$ cat src/isa_pkg.sv
/*
 * RV32I ALU subset definitions
 * Opcodes, funct fields, ALU operation codes and the instruction
 * word with its R-type and I-type views
 */
`default_nettype none

package isa_pkg;

    ////////////////////////////////////////////////////////////////////////////
    // Opcodes and function fields
    ////////////////////////////////////////////////////////////////////////////

    // Register-register group
    localparam logic [6:0] OPC_OP     = 7'b0110011;
    // Register-immediate group
    localparam logic [6:0] OPC_OP_IMM = 7'b0010011;

    // funct3, same meaning in both groups
    localparam logic [2:0] F3_ADD  = 3'b000;
    localparam logic [2:0] F3_SLL  = 3'b001;
    localparam logic [2:0] F3_SLT  = 3'b010;
    localparam logic [2:0] F3_SLTU = 3'b011;
    localparam logic [2:0] F3_XOR  = 3'b100;
    localparam logic [2:0] F3_SR   = 3'b101;
    localparam logic [2:0] F3_OR   = 3'b110;
    localparam logic [2:0] F3_AND  = 3'b111;

    // funct7, base encoding and the SUB / SRA alternate
    localparam logic [6:0] F7_BASE = 7'b0000000;
    localparam logic [6:0] F7_ALT  = 7'b0100000;

    ////////////////////////////////////////////////////////////////////////////
    // ALU operations
    ////////////////////////////////////////////////////////////////////////////

    localparam int ALU_OP_W = 4;

    localparam logic [ALU_OP_W-1:0] ALU_ADD  = 4'd0;
    localparam logic [ALU_OP_W-1:0] ALU_SUB  = 4'd1;
    localparam logic [ALU_OP_W-1:0] ALU_SLL  = 4'd2;
    localparam logic [ALU_OP_W-1:0] ALU_SLT  = 4'd3;
    localparam logic [ALU_OP_W-1:0] ALU_SLTU = 4'd4;
    localparam logic [ALU_OP_W-1:0] ALU_XOR  = 4'd5;
    localparam logic [ALU_OP_W-1:0] ALU_SRL  = 4'd6;
    localparam logic [ALU_OP_W-1:0] ALU_SRA  = 4'd7;
    localparam logic [ALU_OP_W-1:0] ALU_OR   = 4'd8;
    localparam logic [ALU_OP_W-1:0] ALU_AND  = 4'd9;

    // Instruction word, one view per format
    // r.funct7 overlays i.imm[11:5], so the shift-immediate check can share it
    typedef union packed {
        struct packed {
            logic [6:0] funct7;
            logic [4:0] rs2;
            logic [4:0] rs1;
            logic [2:0] funct3;
            logic [4:0] rd;
            logic [6:0] opcode;
        } r;
        struct packed {
            logic [11:0] imm;
            logic [4:0]  rs1;
            logic [2:0]  funct3;
            logic [4:0]  rd;
            logic [6:0]  opcode;
        } i;
    } inst_word_t;

endpackage

`default_nettype wire

$ cat src/core_pkg.sv
/*
 * Core-wide sizes
 * Data width, register file geometry and error status codes
 */
`default_nettype none

package core_pkg;

    // Datapath width
    localparam int XLEN = 32;

    // Architectural registers
    localparam int REG_COUNT = 32;
    localparam int REG_IDX_W = 5;

    // Error status
    localparam int ERR_W = 2;

    // Running normally
    localparam logic [ERR_W-1:0] ERR_NONE    = 2'd0;
    // Halted on an undecodable instruction
    localparam logic [ERR_W-1:0] ERR_ILLEGAL = 2'd1;

endpackage

`default_nettype wire
$ cat src/pipeline.sv
/*
 * Pipeline top
 * Three-stage in-order ALU pipeline: decode with register read,
 * execute, and result with commit and write-back
 */
`default_nettype none

module pipeline
    import core_pkg::*;
    import isa_pkg::*;
(
    input  logic                 clock,
    input  logic                 reset,
    input  logic                 inst_valid,
    input  logic [31:0]          inst,
    output logic                 commit_valid,
    output logic                 commit_wr_en,
    output logic [REG_IDX_W-1:0] commit_wr_idx,
    output logic [XLEN-1:0]      commit_wr_data,
    output logic [XLEN-1:0]      commit_npc,
    output logic [XLEN-1:0]      retired_count,
    output logic [ERR_W-1:0]     error_status
);

    ////////////////////////////////////////////////////////////////////////////
    // Stage wires
    ////////////////////////////////////////////////////////////////////////////

    // Register file read
    logic [REG_IDX_W-1:0] rs1_idx;
    logic [REG_IDX_W-1:0] rs2_idx;
    logic [XLEN-1:0]      rs1_data;
    logic [XLEN-1:0]      rs2_data;

    // Decode to execute
    logic                 dec_valid;
    logic [ALU_OP_W-1:0]  dec_alu_op;
    logic [XLEN-1:0]      dec_operand_a;
    logic [XLEN-1:0]      dec_operand_b;
    logic [REG_IDX_W-1:0] dec_rd;
    logic [XLEN-1:0]      dec_pc;
    logic                 dec_illegal;

    // Execute to result, also the forwarding path
    logic                 ex_valid;
    logic [REG_IDX_W-1:0] ex_rd;
    logic [XLEN-1:0]      ex_result;
    logic [XLEN-1:0]      ex_pc;
    logic                 ex_illegal;

    // Write-back
    logic                 wr_en;
    logic [REG_IDX_W-1:0] wr_idx;
    logic [XLEN-1:0]      wr_data;

    ////////////////////////////////////////////////////////////////////////////
    // Stages
    ////////////////////////////////////////////////////////////////////////////

    regfile u_regfile (
        .clock    (clock),
        .reset    (reset),
        .rs1_idx  (rs1_idx),
        .rs2_idx  (rs2_idx),
        .rs1_data (rs1_data),
        .rs2_data (rs2_data),
        .wr_en    (wr_en),
        .wr_idx   (wr_idx),
        .wr_data  (wr_data)
    );

    decode_stage u_decode (
        .clock         (clock),
        .reset         (reset),
        .inst_valid    (inst_valid),
        .inst          (inst),
        .rs1_idx       (rs1_idx),
        .rs2_idx       (rs2_idx),
        .rs1_data      (rs1_data),
        .rs2_data      (rs2_data),
        .ex_valid      (ex_valid),
        .ex_rd         (ex_rd),
        .ex_result     (ex_result),
        .dec_valid     (dec_valid),
        .dec_alu_op    (dec_alu_op),
        .dec_operand_a (dec_operand_a),
        .dec_operand_b (dec_operand_b),
        .dec_rd        (dec_rd),
        .dec_pc        (dec_pc),
        .dec_illegal   (dec_illegal)
    );

    execute_stage u_execute (
        .clock         (clock),
        .reset         (reset),
        .dec_valid     (dec_valid),
        .dec_alu_op    (dec_alu_op),
        .dec_operand_a (dec_operand_a),
        .dec_operand_b (dec_operand_b),
        .dec_rd        (dec_rd),
        .dec_pc        (dec_pc),
        .dec_illegal   (dec_illegal),
        .ex_valid      (ex_valid),
        .ex_rd         (ex_rd),
        .ex_result     (ex_result),
        .ex_pc         (ex_pc),
        .ex_illegal    (ex_illegal)
    );

    result_stage u_result (
        .clock          (clock),
        .reset          (reset),
        .ex_valid       (ex_valid),
        .ex_rd          (ex_rd),
        .ex_result      (ex_result),
        .ex_pc          (ex_pc),
        .ex_illegal     (ex_illegal),
        .wr_en          (wr_en),
        .wr_idx         (wr_idx),
        .wr_data        (wr_data),
        .commit_valid   (commit_valid),
        .commit_wr_en   (commit_wr_en),
        .commit_wr_idx  (commit_wr_idx),
        .commit_wr_data (commit_wr_data),
        .commit_npc     (commit_npc),
        .retired_count  (retired_count),
        .error_status   (error_status)
    );

endmodule

`default_nettype wire

$ cat src/result_stage.sv
/*
 * Result stage
 * Commit register, register write-back, retired count and the
 * sticky error halt
 */
`default_nettype none

module result_stage
    import core_pkg::*;
(
    input  logic                 clock,
    input  logic                 reset,
    input  logic                 ex_valid,
    input  logic [REG_IDX_W-1:0] ex_rd,
    input  logic [XLEN-1:0]      ex_result,
    input  logic [XLEN-1:0]      ex_pc,
    input  logic                 ex_illegal,
    output logic                 wr_en,
    output logic [REG_IDX_W-1:0] wr_idx,
    output logic [XLEN-1:0]      wr_data,
    output logic                 commit_valid,
    output logic                 commit_wr_en,
    output logic [REG_IDX_W-1:0] commit_wr_idx,
    output logic [XLEN-1:0]      commit_wr_data,
    output logic [XLEN-1:0]      commit_npc,
    output logic [XLEN-1:0]      retired_count,
    output logic [ERR_W-1:0]     error_status
);

    logic                 res_valid;
    logic [REG_IDX_W-1:0] res_rd;
    logic [XLEN-1:0]      res_data;
    logic [XLEN-1:0]      res_pc;
    logic                 halted;

    always_ff @(posedge clock) begin
        if (reset) begin
            res_valid     <= 1'b0;
            retired_count <= '0;
            error_status  <= ERR_NONE;
        end else begin
            res_valid <= ex_valid;
            // Set on the same edge the bad instruction is captured
            if (ex_valid && ex_illegal) begin
                error_status <= ERR_ILLEGAL;
            end
            if (commit_valid) begin
                retired_count <= retired_count + XLEN'(1);
            end
        end
    end

    // Commit payload
    always_ff @(posedge clock) begin
        if (ex_valid) begin
            res_rd   <= ex_rd;
            res_data <= ex_result;
            res_pc   <= ex_pc;
        end
    end

    assign halted = (error_status != ERR_NONE);

    // Nothing commits once halted, the illegal one included
    assign commit_valid   = res_valid && !halted;
    assign commit_wr_en   = commit_valid && (res_rd != '0);
    assign commit_wr_idx  = res_rd;
    assign commit_wr_data = res_data;
    assign commit_npc     = res_pc + XLEN'(4);

    // Write-back mirrors the commit port
    assign wr_en   = commit_wr_en;
    assign wr_idx  = res_rd;
    assign wr_data = res_data;

endmodule

`default_nettype wire

$ cat src/execute_stage.sv
/*
 * Execute stage
 * Pipeline register for the decoded operation and a single-cycle ALU
 */
`default_nettype none

module execute_stage
    import core_pkg::*;
    import isa_pkg::*;
(
    input  logic                 clock,
    input  logic                 reset,
    input  logic                 dec_valid,
    input  logic [ALU_OP_W-1:0]  dec_alu_op,
    input  logic [XLEN-1:0]      dec_operand_a,
    input  logic [XLEN-1:0]      dec_operand_b,
    input  logic [REG_IDX_W-1:0] dec_rd,
    input  logic [XLEN-1:0]      dec_pc,
    input  logic                 dec_illegal,
    output logic                 ex_valid,
    output logic [REG_IDX_W-1:0] ex_rd,
    output logic [XLEN-1:0]      ex_result,
    output logic [XLEN-1:0]      ex_pc,
    output logic                 ex_illegal
);

    logic [ALU_OP_W-1:0] alu_op;
    logic [XLEN-1:0]     op_a;
    logic [XLEN-1:0]     op_b;
    logic [4:0]          shamt;

    // Control
    always_ff @(posedge clock) begin
        if (reset) begin
            ex_valid   <= 1'b0;
            ex_illegal <= 1'b0;
        end else begin
            ex_valid   <= dec_valid;
            ex_illegal <= dec_illegal;
        end
    end

    // Operands and destination
    always_ff @(posedge clock) begin
        if (dec_valid) begin
            alu_op <= dec_alu_op;
            op_a   <= dec_operand_a;
            op_b   <= dec_operand_b;
            ex_rd  <= dec_rd;
            ex_pc  <= dec_pc;
        end
    end

    // Shift amount from the low bits of b
    assign shamt = op_b[4:0];

    // ALU
    always_comb begin
        case (alu_op)
            ALU_ADD:  ex_result = op_a + op_b;
            ALU_SUB:  ex_result = op_a - op_b;
            ALU_SLL:  ex_result = op_a << shamt;
            ALU_SLT:  ex_result = XLEN'($signed(op_a) < $signed(op_b));
            ALU_SLTU: ex_result = XLEN'(op_a < op_b);
            ALU_XOR:  ex_result = op_a ^ op_b;
            ALU_SRL:  ex_result = op_a >> shamt;
            // Arithmetic shift keeps the sign
            ALU_SRA:  ex_result = $signed(op_a) >>> shamt;
            ALU_OR:   ex_result = op_a | op_b;
            ALU_AND:  ex_result = op_a & op_b;
            default:  ex_result = '0;
        endcase
    end

endmodule

`default_nettype wire

$ cat src/decode_stage.sv
/*
 * Decode stage
 * Accepts the instruction stream, assigns program counters, decodes
 * the R-type and I-type ALU groups, reads operands with forwarding
 * from execute and flags illegal encodings
 */
`default_nettype none

module decode_stage
    import core_pkg::*;
    import isa_pkg::*;
(
    input  logic                 clock,
    input  logic                 reset,
    input  logic                 inst_valid,
    input  inst_word_t           inst,
    output logic [REG_IDX_W-1:0] rs1_idx,
    output logic [REG_IDX_W-1:0] rs2_idx,
    input  logic [XLEN-1:0]      rs1_data,
    input  logic [XLEN-1:0]      rs2_data,
    input  logic                 ex_valid,
    input  logic [REG_IDX_W-1:0] ex_rd,
    input  logic [XLEN-1:0]      ex_result,
    output logic                 dec_valid,
    output logic [ALU_OP_W-1:0]  dec_alu_op,
    output logic [XLEN-1:0]      dec_operand_a,
    output logic [XLEN-1:0]      dec_operand_b,
    output logic [REG_IDX_W-1:0] dec_rd,
    output logic [XLEN-1:0]      dec_pc,
    output logic                 dec_illegal
);

    inst_word_t      inst_q;
    logic [XLEN-1:0] pc_count;
    logic [XLEN-1:0] imm_ext;
    logic [XLEN-1:0] rs2_value;
    logic            is_op;
    logic            is_imm;
    logic            f7_base;
    logic            f7_alt;
    logic            f7_checked;
    logic            alt_allowed;
    logic            fwd_rs1;
    logic            fwd_rs2;

    ////////////////////////////////////////////////////////////////////////////
    // Input register and pc counter
    ////////////////////////////////////////////////////////////////////////////

    always_ff @(posedge clock) begin
        if (reset) begin
            dec_valid <= 1'b0;
            pc_count  <= '0;
        end else begin
            dec_valid <= inst_valid;
            // One word per accepted instruction
            if (inst_valid) begin
                pc_count <= pc_count + XLEN'(4);
            end
        end
    end

    // Payload, only loaded on an accepted instruction
    always_ff @(posedge clock) begin
        if (inst_valid) begin
            inst_q <= inst;
            dec_pc <= pc_count;
        end
    end

    ////////////////////////////////////////////////////////////////////////////
    // Decode
    ////////////////////////////////////////////////////////////////////////////

    assign is_op   = (inst_q.r.opcode == OPC_OP);
    assign is_imm  = (inst_q.i.opcode == OPC_OP_IMM);
    assign f7_base = (inst_q.r.funct7 == F7_BASE);
    assign f7_alt  = (inst_q.r.funct7 == F7_ALT);

    // funct7 matters for every R-type and for the immediate shifts
    assign f7_checked  = is_op || (inst_q.i.funct3 == F3_SLL) || (inst_q.i.funct3 == F3_SR);
    // Alternate form exists only for SUB and SRA / SRAI
    assign alt_allowed = (inst_q.r.funct3 == F3_SR) || (is_op && inst_q.r.funct3 == F3_ADD);

    assign dec_illegal = !(is_op || is_imm) ||
                         (f7_checked && !(f7_base || (f7_alt && alt_allowed)));

    // ALU operation from funct3, funct7 picks SUB and SRA
    always_comb begin
        dec_alu_op = ALU_ADD;
        case (inst_q.r.funct3)
            F3_ADD:  dec_alu_op = (is_op && f7_alt) ? ALU_SUB : ALU_ADD;
            F3_SLL:  dec_alu_op = ALU_SLL;
            F3_SLT:  dec_alu_op = ALU_SLT;
            F3_SLTU: dec_alu_op = ALU_SLTU;
            F3_XOR:  dec_alu_op = ALU_XOR;
            F3_SR:   dec_alu_op = f7_alt ? ALU_SRA : ALU_SRL;
            F3_OR:   dec_alu_op = ALU_OR;
            F3_AND:  dec_alu_op = ALU_AND;
            default: dec_alu_op = ALU_ADD;
        endcase
    end

    assign rs1_idx = inst_q.r.rs1;
    assign rs2_idx = inst_q.r.rs2;
    assign dec_rd  = inst_q.r.rd;

    // Sign-extended 12-bit immediate
    assign imm_ext = {{(XLEN-12){inst_q.i.imm[11]}}, inst_q.i.imm};

    ////////////////////////////////////////////////////////////////////////////
    // Operand select
    ////////////////////////////////////////////////////////////////////////////

    // Instruction one ahead sits in execute, x0 never forwarded
    assign fwd_rs1 = ex_valid && (ex_rd == rs1_idx) && (rs1_idx != '0);
    assign fwd_rs2 = ex_valid && (ex_rd == rs2_idx) && (rs2_idx != '0);

    assign dec_operand_a = fwd_rs1 ? ex_result : rs1_data;
    assign rs2_value     = fwd_rs2 ? ex_result : rs2_data;

    // Immediate replaces rs2 for the I-type group
    assign dec_operand_b = is_imm ? imm_ext : rs2_value;

endmodule

`default_nettype wire

$ cat src/regfile.sv
/*
 * Register file
 * Two read ports, one write port, write-through bypass, x0 reads zero
 */
`default_nettype none

module regfile
    import core_pkg::*;
(
    input  logic                 clock,
    input  logic                 reset,
    input  logic [REG_IDX_W-1:0] rs1_idx,
    input  logic [REG_IDX_W-1:0] rs2_idx,
    output logic [XLEN-1:0]      rs1_data,
    output logic [XLEN-1:0]      rs2_data,
    input  logic                 wr_en,
    input  logic [REG_IDX_W-1:0] wr_idx,
    input  logic [XLEN-1:0]      wr_data
);

    logic [XLEN-1:0] regs [REG_COUNT];

    // Write port, whole array cleared on reset
    always_ff @(posedge clock) begin
        if (reset) begin
            for (int k = 0; k < REG_COUNT; k++) begin
                regs[k] <= '0;
            end
        end else if (wr_en) begin
            regs[wr_idx] <= wr_data;
        end
    end

    // Read ports
    // Same-cycle write wins so the instruction two ahead is seen
    assign rs1_data = (rs1_idx == '0)                 ? '0      :
                      (wr_en && (wr_idx == rs1_idx))  ? wr_data :
                                                        regs[rs1_idx];

    assign rs2_data = (rs2_idx == '0)                 ? '0      :
                      (wr_en && (wr_idx == rs2_idx))  ? wr_data :
                                                        regs[rs2_idx];

endmodule

`default_nettype wire

$ cat config.mk
export PLATFORM = sky130hd
export DESIGN_NAME = pipeline
export DESIGN_NICKNAME = d
export VERILOG_FILES = /design/src/isa_pkg.sv /design/src/core_pkg.sv /design/src/pipeline.sv /design/src/result_stage.sv /design/src/execute_stage.sv /design/src/decode_stage.sv /design/src/regfile.sv
export SDC_FILE = /design/constraint.sdc
export NUM_CORES = 2
export LEC_CHECK = 0
export BUFFER_PORTS_ARGS = -buffer_cell sky130_fd_sc_hd__buf_2
export CORE_MARGIN = 2
export CORE_UTILIZATION = 29
export CTS_CLUSTER_SIZE = 8
export DETAILED_ROUTE_END_ITERATION = 6
export PLACE_DENSITY = 0.41
export SLEW_MARGIN = 30
export SYNTH_ARGS = -nofsm -noshare
export SYNTH_HDL_FRONTEND = slang
export SYNTH_SLANG_ARGS = --single-unit
$ cat constraint.sdc
create_clock -name clock -period 4.25 [get_ports clock]
set_input_delay 0.2125 -clock clock [delete_from_list [all_inputs] [get_ports clock]]
set_output_delay 0.2125 -clock clock [all_outputs]
set_load 0.02 [all_outputs]
---- Word-level counts from Yosys, hierarchy flattened ----
Memories as Yosys holds them, arrays and structs flattened. A register that Yosys moved wholly into a read port is not among the register bits.
Cells that the tools add are included.
word-level totals
  bits in latches ......................... 0
  ROM bits ................................ 0
  input bits .............................. 35
  output and inout bits ................... 105
  bits in registers ....................... 307
  RAM bits ................................ 1024
  memories ................................ 1
operators by class
  multiply operators ...................... 0
  equal/unequal tests ..................... 23
  add/subtract/negate cells ............... 5
  mux-type cells .......................... 21
  reductions and logical operators ........ 31
  bitwise gates (word level) .............. 3
  shifts and indexed selects .............. 3
  order comparisons ....................... 2
  divide/modulo/power cells ............... 0
memories
  memory          depth  bits a word  read ports  clocked after Yosys merged registers in  wr ports  RTL line       RTL
  u_regfile.regs  32     32           2           2                                        32        regfile.sv:21  logic [XLEN-1:0] regs [REG_COUNT];
operators by type and width
  kind                     number
  $pmux W32 S10            1
  $mux W32                 8
  $add A32 B3 Y32 const B  2
  $lt A32 B32 Y1           2
  $add A32 B1 Y32 const B  1
  $add A32 B32 Y32         1
  $and A32 B32 Y32         1
  $or A32 B32 Y32          1
  $pmux W4 S8              1
  $reduce_or A32 Y1        1
  $shl A32 B5 Y32          1
  $shr A32 B5 Y32          1
  $sshr A32 B5 Y32         1
  $sub A32 B32 Y32         1
  $xor A32 B32 Y32         1
  $eq A5 B5 Y1             4
  $eq A4 B3 Y1 const B     4
  $mux W5                  3
  $reduce_bool A5 Y1       3
  $eq A7 B6 Y1 const B     2
  $logic_and A1 B1 Y1      13
  $eq A3 B3 Y1 const B     4
  $logic_not A5 Y1         2
  $eq A4 B2 Y1 const B     2
  11 further kinds         27

---- Longest topological paths before layout ----
  word-level depth ........................ 8
  mapped depth ............................ 16

---- Hierarchy ----
A second synthesis with hierarchy kept.
second synthesis, totals
  cell total of the unflattened synthesis .. 6059
  area, all modules ....................... 76568.4 sq um
modules (own cells, without submodules)
  module         times used  seq. area each (sq um)  cells each  area each (sq um)
  regfile        1           30749.5                 3832        55263.0
  execute_stage  1           3193.1                  1362        11601.1
  decode_stage   1           2482.4                  479         5101.1
  result_stage   1           2752.6                  386         4603.2

---- Worst setup path after synthesis ----
Ideal clock, no wire load.
  path type ............................... reg-to-reg
  from .................................... reg u_execute.op_b[2]
  to ...................................... reg u_execute.op_a[28], data pin
  period minus slack after synthesis ...... 3.785 ns
  path slack .............................. 0.465 ns
  arrival time ............................ 3.511 ns
  library setup time ...................... 0.274 ns
  cell stages (with the launch flop) ...... 17
  required time ........................... 3.976 ns
  buffers on the path ..................... 4
  cells stage by stage .................... edfxtp_1 buf_2 inv_2 buf_2 buf_1 ha_1 buf_4 nand2b_2 a221oi_2 a32o_1 o21ai_2 o211ai_1 and2_1 a31oi_1 xor2_1 a211oi_1 o22ai_1
on the way
  longest elaborated chain between the ends .. 3
RTL lines
  item                                      RTL line             RTL
  from (decl)                               execute_stage.sv:29  logic [XLEN-1:0] op_b;
  from (signal assigned)                    execute_stage.sv:48  op_b <= dec_operand_b;
  $sub A32 B32 Y32 (tied with other cells)  execute_stage.sv:61  ALU_SUB: ex_result = op_a - op_b;
  $pmux W32 S10 (*)                         execute_stage.sv:59  case (alu_op)
  $mux W32 (*)                              decode_stage.sv:119  assign dec_operand_a = fwd_rs1 ? ex_result : rs1_data;
  named net dec_operand_a[28]               pipeline.sv:38       logic [XLEN-1:0] dec_operand_a;
  to (signal assigned)                      execute_stage.sv:47  op_a <= dec_operand_a;
  to (decl)                                 execute_stage.sv:28  logic [XLEN-1:0] op_a;
Mark *: on every way through the listed nets, which the timed path passes. The rest lies on a longest branch.
A chain may end at the register's enable or synchronous reset.

---- Worst setup path in the final report ----
  from .................................... reg u_execute.op_a[0]
  to ...................................... reg u_execute.op_a[24], data pin
on the way
  longest elaborated chain between the ends .. 3
RTL lines
  item                                      RTL line
  $sub A32 B32 Y32 (tied with other cells)  execute_stage.sv:61
  $pmux W32 S10 (*)                         execute_stage.sv:59
  $mux W32 (*)                              decode_stage.sv:119
  named net dec_operand_a[24]               pipeline.sv:38
Marks and branches as above.

==> results.yml <==
run_status:
  outcome: "complete, no violations"
clock_network:
  cts_buffer_depth: 3
  clkLatencyLatePin_ns: 0.86
  cts-root-buf: "clkbuf_16"
  clk_pin_slew_ns: 0.05
  numCtsBuffers: 188
  h-tree-depth: 4
  cts_tree: "built"
  cts.sinks: 1333
  cts_setup_buffers: 0
critical_path:
  critical_path.top_delay_family: "compound AO/OA/AOI/OAI gates"
  crit_arrival_ns: 4.61
  critPathRequiredTime_ns: 4.76
  crit_chain: "inv_1 -> ha_1 -> inv_1 -> fa_1 -> nand2b_2 -> a221oi_2 -> or4_1 -> a211oi_2 -> o21ai_2 -> a2111oi_2 -> a211oi_1 -> xnor2_1 -> a21oi_1 -> o22ai_1"
  startpoint_type: "register"
  crit_top_cell: "inv_1"
  timing.critical_path.buf_inv: 2
  slowest_delay_ns: 0.54
  critPathKind: "register to register"
  cp-end-kind: "register"
  cpMaxStageDelayCell: "or4_1"
  cp_max_fo: 5
routing:
  drt_first_pass_iters: 7
  totalWireLength_mm: 295
  routedWlPerCell_um: 32.4
  drc: 0
  via_count: 49361
  antenna_left: 0
  vias_per_cell: 5.42
  drtIter0Drc: 5489
sta:
  hold_viol: 0
  fin_worst_skew_ns: 0.0725
  rsz0062_at_grt: "no"
  fin_tns_setup_ns: 0
  min_period_ns: 4.09
  finalSetupViolations: 0
  final_max_slew_viol_count: 0
  layout_worst_path_cycle_share_pct: 96.3
  tightestPinTransition_ns: 0.939
  maxSlewHeadroom_pct: 37.4
  hold_ws_ns: 0.0690
  clock.fmax_mhz: 244
global_routing:
  grt_max_degree: 82
  grt_pass1_vias: 50283
  antenna_found_initial: 28
  grt_pass1_wl_mm: 412
  grt_util_all_layers_pct: 22.3
  grt_overflow_total: 0
power_and_ir_drop:
  max-vdd-ir-drop_mv: 0.372
  p_leak_nw: 31.4
  power.density_nw_per_um2: 414
synth:
  async_flop_share_pct: 0
  ys_types: 86
  ys_seq_elements: 1333
  netlist_area_um2: 74700
  yosysWarnings: 0
  synthFlopType: "edfxtp_1"
  netlist_instances: 5371
  yosys.area.top_type: "edfxtp_1"
  synth_top_cell_area_share_pct: 50.5
  avgSynthCellArea_um2: 13.9
  synth-edff-count: 1256
  seq_area_frac_synth_pct: 52.5
  synth_area_leaders: "edfxtp_1 (50%), mux4_2 (20%), and2_1 (8.4%)"
floorplan:
  initial_utilization_pct: 29.1
  core_um2: 256000
  fp.dieH_um: 512
  die_w_um: 512
  io_pins: 140
  dieArea_um2: 262000
  num_rows: 186
placement:
  io_buffers: 136
  place_hpwl_mm: 192
  routabilityCongestion: 0.900
  placed_area_um2: 81500
cells_and_area:
  final_cell_mix: "edfxtp_1 (1,256), and2_1 (1,004), mux4_2 (679)"
  layout.nets: 5751
  final_layout_size_suffix_gt1_share_pct: 26.5
  fin_area_um2: 87300
  area_growth_pct: 16.9
  final_common_cell: "edfxtp_1"
min_path:
  hold_class: "primary input to register"
run:
  maxCapViolations: 0
-- path summary, 6_finish.rpt --
path / startpoint / to / slack (ns) / depth (start not counted)
max: u_execute.op_a[0] / u_execute.op_a[24] / 0.16 / 14
min: inst[8] / u_decode.inst_q[8] / 0.07 / 2
max reg2reg: u_execute.op_a[0] / u_execute.op_a[24] / 0.16 / 14
min reg2reg: u_execute.ex_pc[14] / u_result.res_pc[14] / 0.41 / 0
-- metrics by stage --
| stage | cells | worst slack [ns] | power [mW] | utilization [%] |
|---|---|---|---|---|
| after floorplan | 5405 | 0.465 | 19.3 | - |
| after global placement | 8764 | 0.277 | 22.0 | 31.7 |
| after detailed placement | 8771 | 0.260 | 22.0 | 31.8 |
| after CTS | 9084 | 0.190 | 36.5 | 34.0 |
| after global routing | 9086 | 0.000139 | 37.4 | 34.0 |
| final | 9103 | 0.159 | 36.2 | 34.1 |
-- cell families (layout without fill, tap and decap cells) --
group / count (synthesis) / in the layout / synth area share [%]
other: 1 / 53 / 0.00502
multiplexers: 816 / 816 / 22.3
flip-flops: 1333 / 1333 / 52.5
adder cells (fa/ha/maj): 102 / 102 / 1.73
buffers and inverters: 619 / 915 / 3.41
AO/OA/AOI/OAI: 626 / 626 / 5.48
AND/OR/NAND/NOR: 1746 / 1746 / 13.0
XOR/XNOR: 128 / 128 / 1.50
-- flip-flops by register name, indices dropped and copies added, names as in the netlist, 4 cells and up, named ones only --
register	cells
u_execute.op_a	32
u_decode.inst_q	32
u_decode.dec_pc	30
u_execute.ex_rd	5
u_result.commit_wr_data	32
u_execute.op_b	32
u_execute.ex_pc	30
u_regfile.regs	1024
u_result.commit_wr_idx	5
u_result.retired_count	32
u_result.res_pc	30
u_decode.pc_count	30
u_execute.alu_op	4
-- repair_timing --
action / 4_1_cts / 5_1_grt
endpoints found under the hold margin: 85 / 0
resized for setup: 0 / 1
hold buffers: 36 / 0
endpoints found under the setup margin: 0 / 8
-- synthesized netlist by cell type, drive strengths merged (24+ instances only) --
cell type and count:
o22ai 38, ha 100, inv 122, nor2 237, nor2b 24, mux4 679, a211oi 33, nand2 215
o211ai 35, dfxtp 77, and3 31, xor2 71, a221oi 29, a21oi 153, nand3 64, o21ai 169
mux2i 109, mux2 28, edfxtp 1256, nor3 39, or2 34, clkbuf 342, and2 1004, buf 154
xnor2 57
-- power by group --
part | switching (mW) | internal, mW
Sequential | 0.431 | 14.9
Clock | 6.13 | 8.25
Combinational | 3.78 | 2.64
-- final cells by class --
type,count,area [um2]
antenna,18,45.0
clock buffer,256,4980
clock inverter,21,470
fill,24794,169000
inverter,123,462
multi-input combinational,3453,33400
sequential,1333,39300
tap,3384,4230
timing repair buffer,515,4500
-- routing by layer --
layer / global-route usage [%] / routed length, um
met4: 6.01 / 8080
met1: 30.1 / 125000
met3: 3.30 / 18300
met5: 0 / 0
met2: 37.2 / 143000
No activity file was read; power rests on OpenSTA's default activity.
